==> src/verilog/stm_pkg.sv <==
package stm_pkg;

  localparam int num_segment = 2;

  localparam int sys_time_w = 57;
  localparam int time_shift = 9;
  localparam int dividend_w = 48;
  localparam int divisor_w = 16;
  localparam int idx_w = 13;

  // one register per quotient bit plus the input register
  localparam int div_latency = dividend_w + 1;
  // two dividers, the settings register, the index register and one spare cycle
  localparam int settle_latency = 2 * div_latency + 3;
  localparam int settle_cnt_w = $clog2(settle_latency + 1);

  typedef logic [sys_time_w-1:0] sys_time_t;
  typedef logic [dividend_w-1:0] dividend_t;
  typedef logic [divisor_w-1:0] divisor_t;
  typedef logic [idx_w-1:0] idx_t;
  typedef logic [idx_w-1:0] cycle_t;  // number of samples minus one
  typedef logic [settle_cnt_w-1:0] settle_cnt_t;

  typedef struct packed {
    divisor_t freq_div;
    cycle_t cycle;
  } stm_settings_t;

  typedef struct packed {
    dividend_t quo;
    divisor_t rem;
  } div_result_t;

  typedef enum logic {
    IDLE,
    LOAD
  } settings_state_t;

endpackage

==> src/verilog/settle_counter.sv <==
`timescale 1ns/1ps
module settle_counter (
  input  logic CLK,
  input  logic reset,
  input  logic start,
  output logic settle_done
);
  import stm_pkg::*;

  settle_cnt_t cnt;
  logic running;

  always_ff @(posedge CLK) begin
    if (reset) begin
      cnt <= '0;
      running <= 1'b0;
      settle_done <= 1'b0;
    end else if (start) begin
      cnt <= '0;
      running <= 1'b1;
      settle_done <= 1'b0;
    end else if (running) begin
      cnt <= cnt + settle_cnt_t'(1);
      // cnt is one behind the edge count since start
      if (cnt == settle_cnt_t'(settle_latency - 1)) begin
        running <= 1'b0;
        settle_done <= 1'b1;
      end else begin
        settle_done <= 1'b0;
      end
    end else begin
      settle_done <= 1'b0;
    end
  end

  // a second load before the first has settled would cut the wait short
  a_no_restart: assert property (
    @(posedge CLK) disable iff (reset) start |-> !running
  ) else $error("settle counter restarted while running");

endmodule

==> config.mk <==
export PLATFORM = sky130hd
export DESIGN_NAME = settle_counter
export DESIGN_NICKNAME = d
export VERILOG_FILES = /design/src/verilog/stm_pkg.sv /design/src/verilog/settle_counter.sv
export SDC_FILE = /design/constraint.sdc
export NUM_CORES = 1
export LEC_CHECK = 0
export CAP_MARGIN = 10
export CORE_AREA = 3 3 40 42
export CTS_CLUSTER_SIZE = 16
export DETAILED_ROUTE_END_ITERATION = 6
export DIE_AREA = 0 0 43 45
export DONT_BUFFER_PORTS = 1
export PLACE_DENSITY = 0.46
export SLEW_MARGIN = 20
export SYNTH_ARGS = -nofsm -noshare
export SYNTH_HDL_FRONTEND = slang
export SYNTH_SLANG_ARGS = --single-unit
==> constraint.sdc <==
create_clock -name CLK -period 1.14 [get_ports CLK]
set_input_delay 0.114 -clock CLK [delete_from_list [all_inputs] [get_ports CLK]]
set_output_delay 0.114 -clock CLK [all_outputs]
set_load 0.005 [all_outputs]
==> impl_metrics.csv <==
group,metric,value,unit
floorplan,pin_count,4,
logic_synthesis,ys_ff_latch,9,
place,preCtsSetupSlack,-0.000247,ns
sta,final_max_slew_viol_count,0,
logic_synthesis,synth_area_per_cell,8.81,um2
setup_path,reg2reg_depth,4,
setup_path,critPathArrivalTime,1.27,ns
setup_path,r2r-end,"cnt[6]$_SDFFE_PP0P_",
logic_synthesis,synthCells,45,
hold_path,worst_hold_path.num_cells,2,
sta,clock.fmax,0.930,GHz
run_status,status,"finished clean",
setup_path,crit_path_start_kind,"flop",
routing,dr.first_iter.drc_count,4,
pwr,clkPwrFrac,40.2,%
pwr,switchingPower,0.135,mW
routing,vias,326,
routing,post-route-drc-count,0,
layout,n_antenna_cell,0,
setup_path,reg2reg_slack,0.06,ns
sta,timing.slew.headroom,83.6,%
sta,fin_crit,1.08,ns
place,dp_cells,61,
routing,viasPerCell,4.79,
sta,worst_slew_pin_slew,0.244,ns
layout,nFillCells,133,
clock_network,htreeDepth,1,
pwr,swShare,22.1,%
clock_network,root_buffer,"clkbuf_4",
clock_network,cts_tree,"built",
floorplan,die_x,43,um
layout,nets,59,
grt,antenna_found_initial,0,
floorplan,placement_rows,13,
sta,setup_violations,0,
routing,wl_per_cell,11.4,um
routing,drtPass1Iterations,3,
sta,fin_hold_ws,0.0268,ns
hold_path,whs_endpoint,"running$_SDFF_PP0_",
sta,finClkSkew,0.00555,ns
pwr,p_seq_share,53.1,%
logic_synthesis,post_synth_instance_area,397,um2
clock_network,clock-sinks,9,
place,portBuffers,0,
hold_path,min_from,"reset",
grt,first_global_vias,336,
layout,post_layout_nonfiller_instances,68,
setup_path,endpoint_kind,"flop",
place,dp_hpwl,564,um
setup_path,crit_required,1.34,ns
place,place_congestion,0.674,
clock_network,clkTransAtPathRegs,0.06,ns
floorplan,die_y,45,um
clock_network,clockBufferDepth,2,
floorplan,core,0.00128,mm2
pwr,pwr_density_cell,1210,mW/mm2
setup_path,r2r_start,"cnt[0]$_SDFFE_PP0P_",
floorplan,die_area,0.00194,mm2
layout,fin_util,39.2,%
grt,globalRouteTotalUtil,9.61,%
layout,drive_above_1_share,26.4,%
routing,drt-total-wl,776,um
sta,setup_tns,0,ns
clock_network,clock_latency,0.26,ns
grt,grt_pass1_wl,1370,um
logic_synthesis,ys_seq_area_share,45.4,%
pwr,p_leak,0.180,nW
routing,ant_nets,0,
sta,finalWorstSetupSlack,0.0646,ns
sta,hold_viol,0,
grt,grt_max_degree,8,
flow_run,drv_cap,0,
logic_synthesis,ys_types,19,
pwr,intPower,0.476,mW
pwr,peakVddDrop,0.555,mV
floorplan,start_util,30.9,%
clock_network,cts_buffers,3,
sta,period_share,94.3,%
setup_path,critPathMaxFanout,4,
logic_synthesis,synth_fp_nets,50,
hold_path,hold_class,"in -> reg",
logic_synthesis,synth-warning-count,0,
layout,syn_to_final_growth,27.1,%
setup_path,crit_type,"reg -> reg",
grt,grt-ovfl-total,0,
pwr,p_comb_share,6.7,%
[synthesized netlist by cell type, drive strengths merged]
library cell	instances	area [um2]
a21oi	2	10.0
and3	1	7.51
buf	1	11.3
clkbuf	1	3.75
dfxtp	9	180
ha	2	25.0
inv	3	11.3
mux2i	1	10.0
nand2	5	18.8
nand4	2	12.5
nor2	6	22.5
nor4	1	6.26
o21ai	2	10.0
o22ai	1	6.26
or2	1	6.26
or2b	1	7.51
or3	2	12.5
xnor2	1	8.76
xor2	3	26.3
[power by group through the flow]
stage | registers [mW] | clock network, mW | logic, mW
after floorplan | 0.332 | 0 | 0.0309
after global placement | 0.334 | 0 | 0.0303
after detailed placement | 0.334 | 0 | 0.0318
after CTS | 0.326 | 0.255 | 0.0407
after global routing | 0.325 | 0.279 | 0.0448
final | 0.324 | 0.245 | 0.0410
[worst max-delay path, cell delays in order, from the launching register on]
cell	delay [ns]
dfxtp_4	0.37
ha_4	0.13
nand4_1	0.08
or3_1	0.32
a21oi_1	0.12
[sequential cells by signal, summed over array words and instances, names as in the netlist]
register / cells
cnt: 7
running: 1
settle_done: 1
[per-layer routing]
layer / up-vias / share of wire (%) / GRT usage (%)
li1: 164 / - / -
met1: 157 / 39 / 9.49
met2: 5 / 54 / 16.8
met3: 0 / 6.4 / 6.37
met4: 0 / 0 / 2.41
met5: - / 0 / 0
[area by class of cell]
type | count | area, um2 | share of cell area [%]
timing repair buffer | 6 | 50.0 | 9.93
clock buffer | 4 | 26.3 | 5.21
sequential | 9 | 189 | 37.5
multi-input combinational | 31 | 209 | 41.4
inverter | 3 | 11.3 | 2.23
tap | 15 | 18.8 | 3.72
[placed cells by master, fill, tap and decap left out, types with 2 or more instances in the layout]
cell type / n
a21oi_1: 2
buf_4: 4
clkbuf_4: 3
dfxtp_1: 6
dfxtp_4: 2
dlygate4sd3_1: 2
inv_1: 3
nand2_1: 5
nand4_1: 2
nor2_1: 6
or3_1: 2
xor2_1: 3
[cell families after synthesis]
family                     count (synthesis)  share of synthesized area (%)
AOI/OAI and AO/OA                          5                           6.63
DFF                                        9                           45.4
and+or+nand+nor                           19                           23.7
xor gates and xnor gates                   4                           8.83
adders and majority gates                  2                           6.31
muxes                                      1                           2.52
buffers and inverters                      5                           6.62
[worst max-delay path by stage]
stage | startpoint | end | slack (ns) | cells past startpoint
finish | cnt[0]$_SDFFE_PP0P_ | cnt[6]$_SDFFE_PP0P_ | 0.06 | 4
floorplan | cnt[0]$_SDFFE_PP0P_ | cnt[6]$_SDFFE_PP0P_ | 0.02 | 4
global route | cnt[1]$_SDFFE_PP0P_ | settle_done$_SDFF_PP0_ | -0.005 | 5
global placement | cnt[0]$_SDFFE_PP0P_ | cnt[6]$_SDFFE_PP0P_ | 0.04 | 4
detailed placement | cnt[0]$_SDFFE_PP0P_ | cnt[6]$_SDFFE_PP0P_ | -0.0002 | 4
CTS | cnt[1]$_SDFFE_PP0P_ | cnt[6]$_SDFFE_PP0P_ | 0.005 | 4
[per-stage QoR]
stage          power (mW)  cell area [um2]
2_1_floorplan       0.363              402
5_1_grt             0.648              504
4_1_cts             0.622              482
3_3_place_gp        0.364              428
6_report            0.611              504
3_5_place_dp        0.366              428
[what timing repair did]
action | CTS | global route
endpoints found under the hold margin | 1 | 0
hold buffers | 2 | 0
pin swaps | 0 | 1
gates resized for setup | 0 | 6
endpoints found under the setup margin | 2 | 5
buffers inserted | 1 | 0
Power figures use the tool's default switching activity.
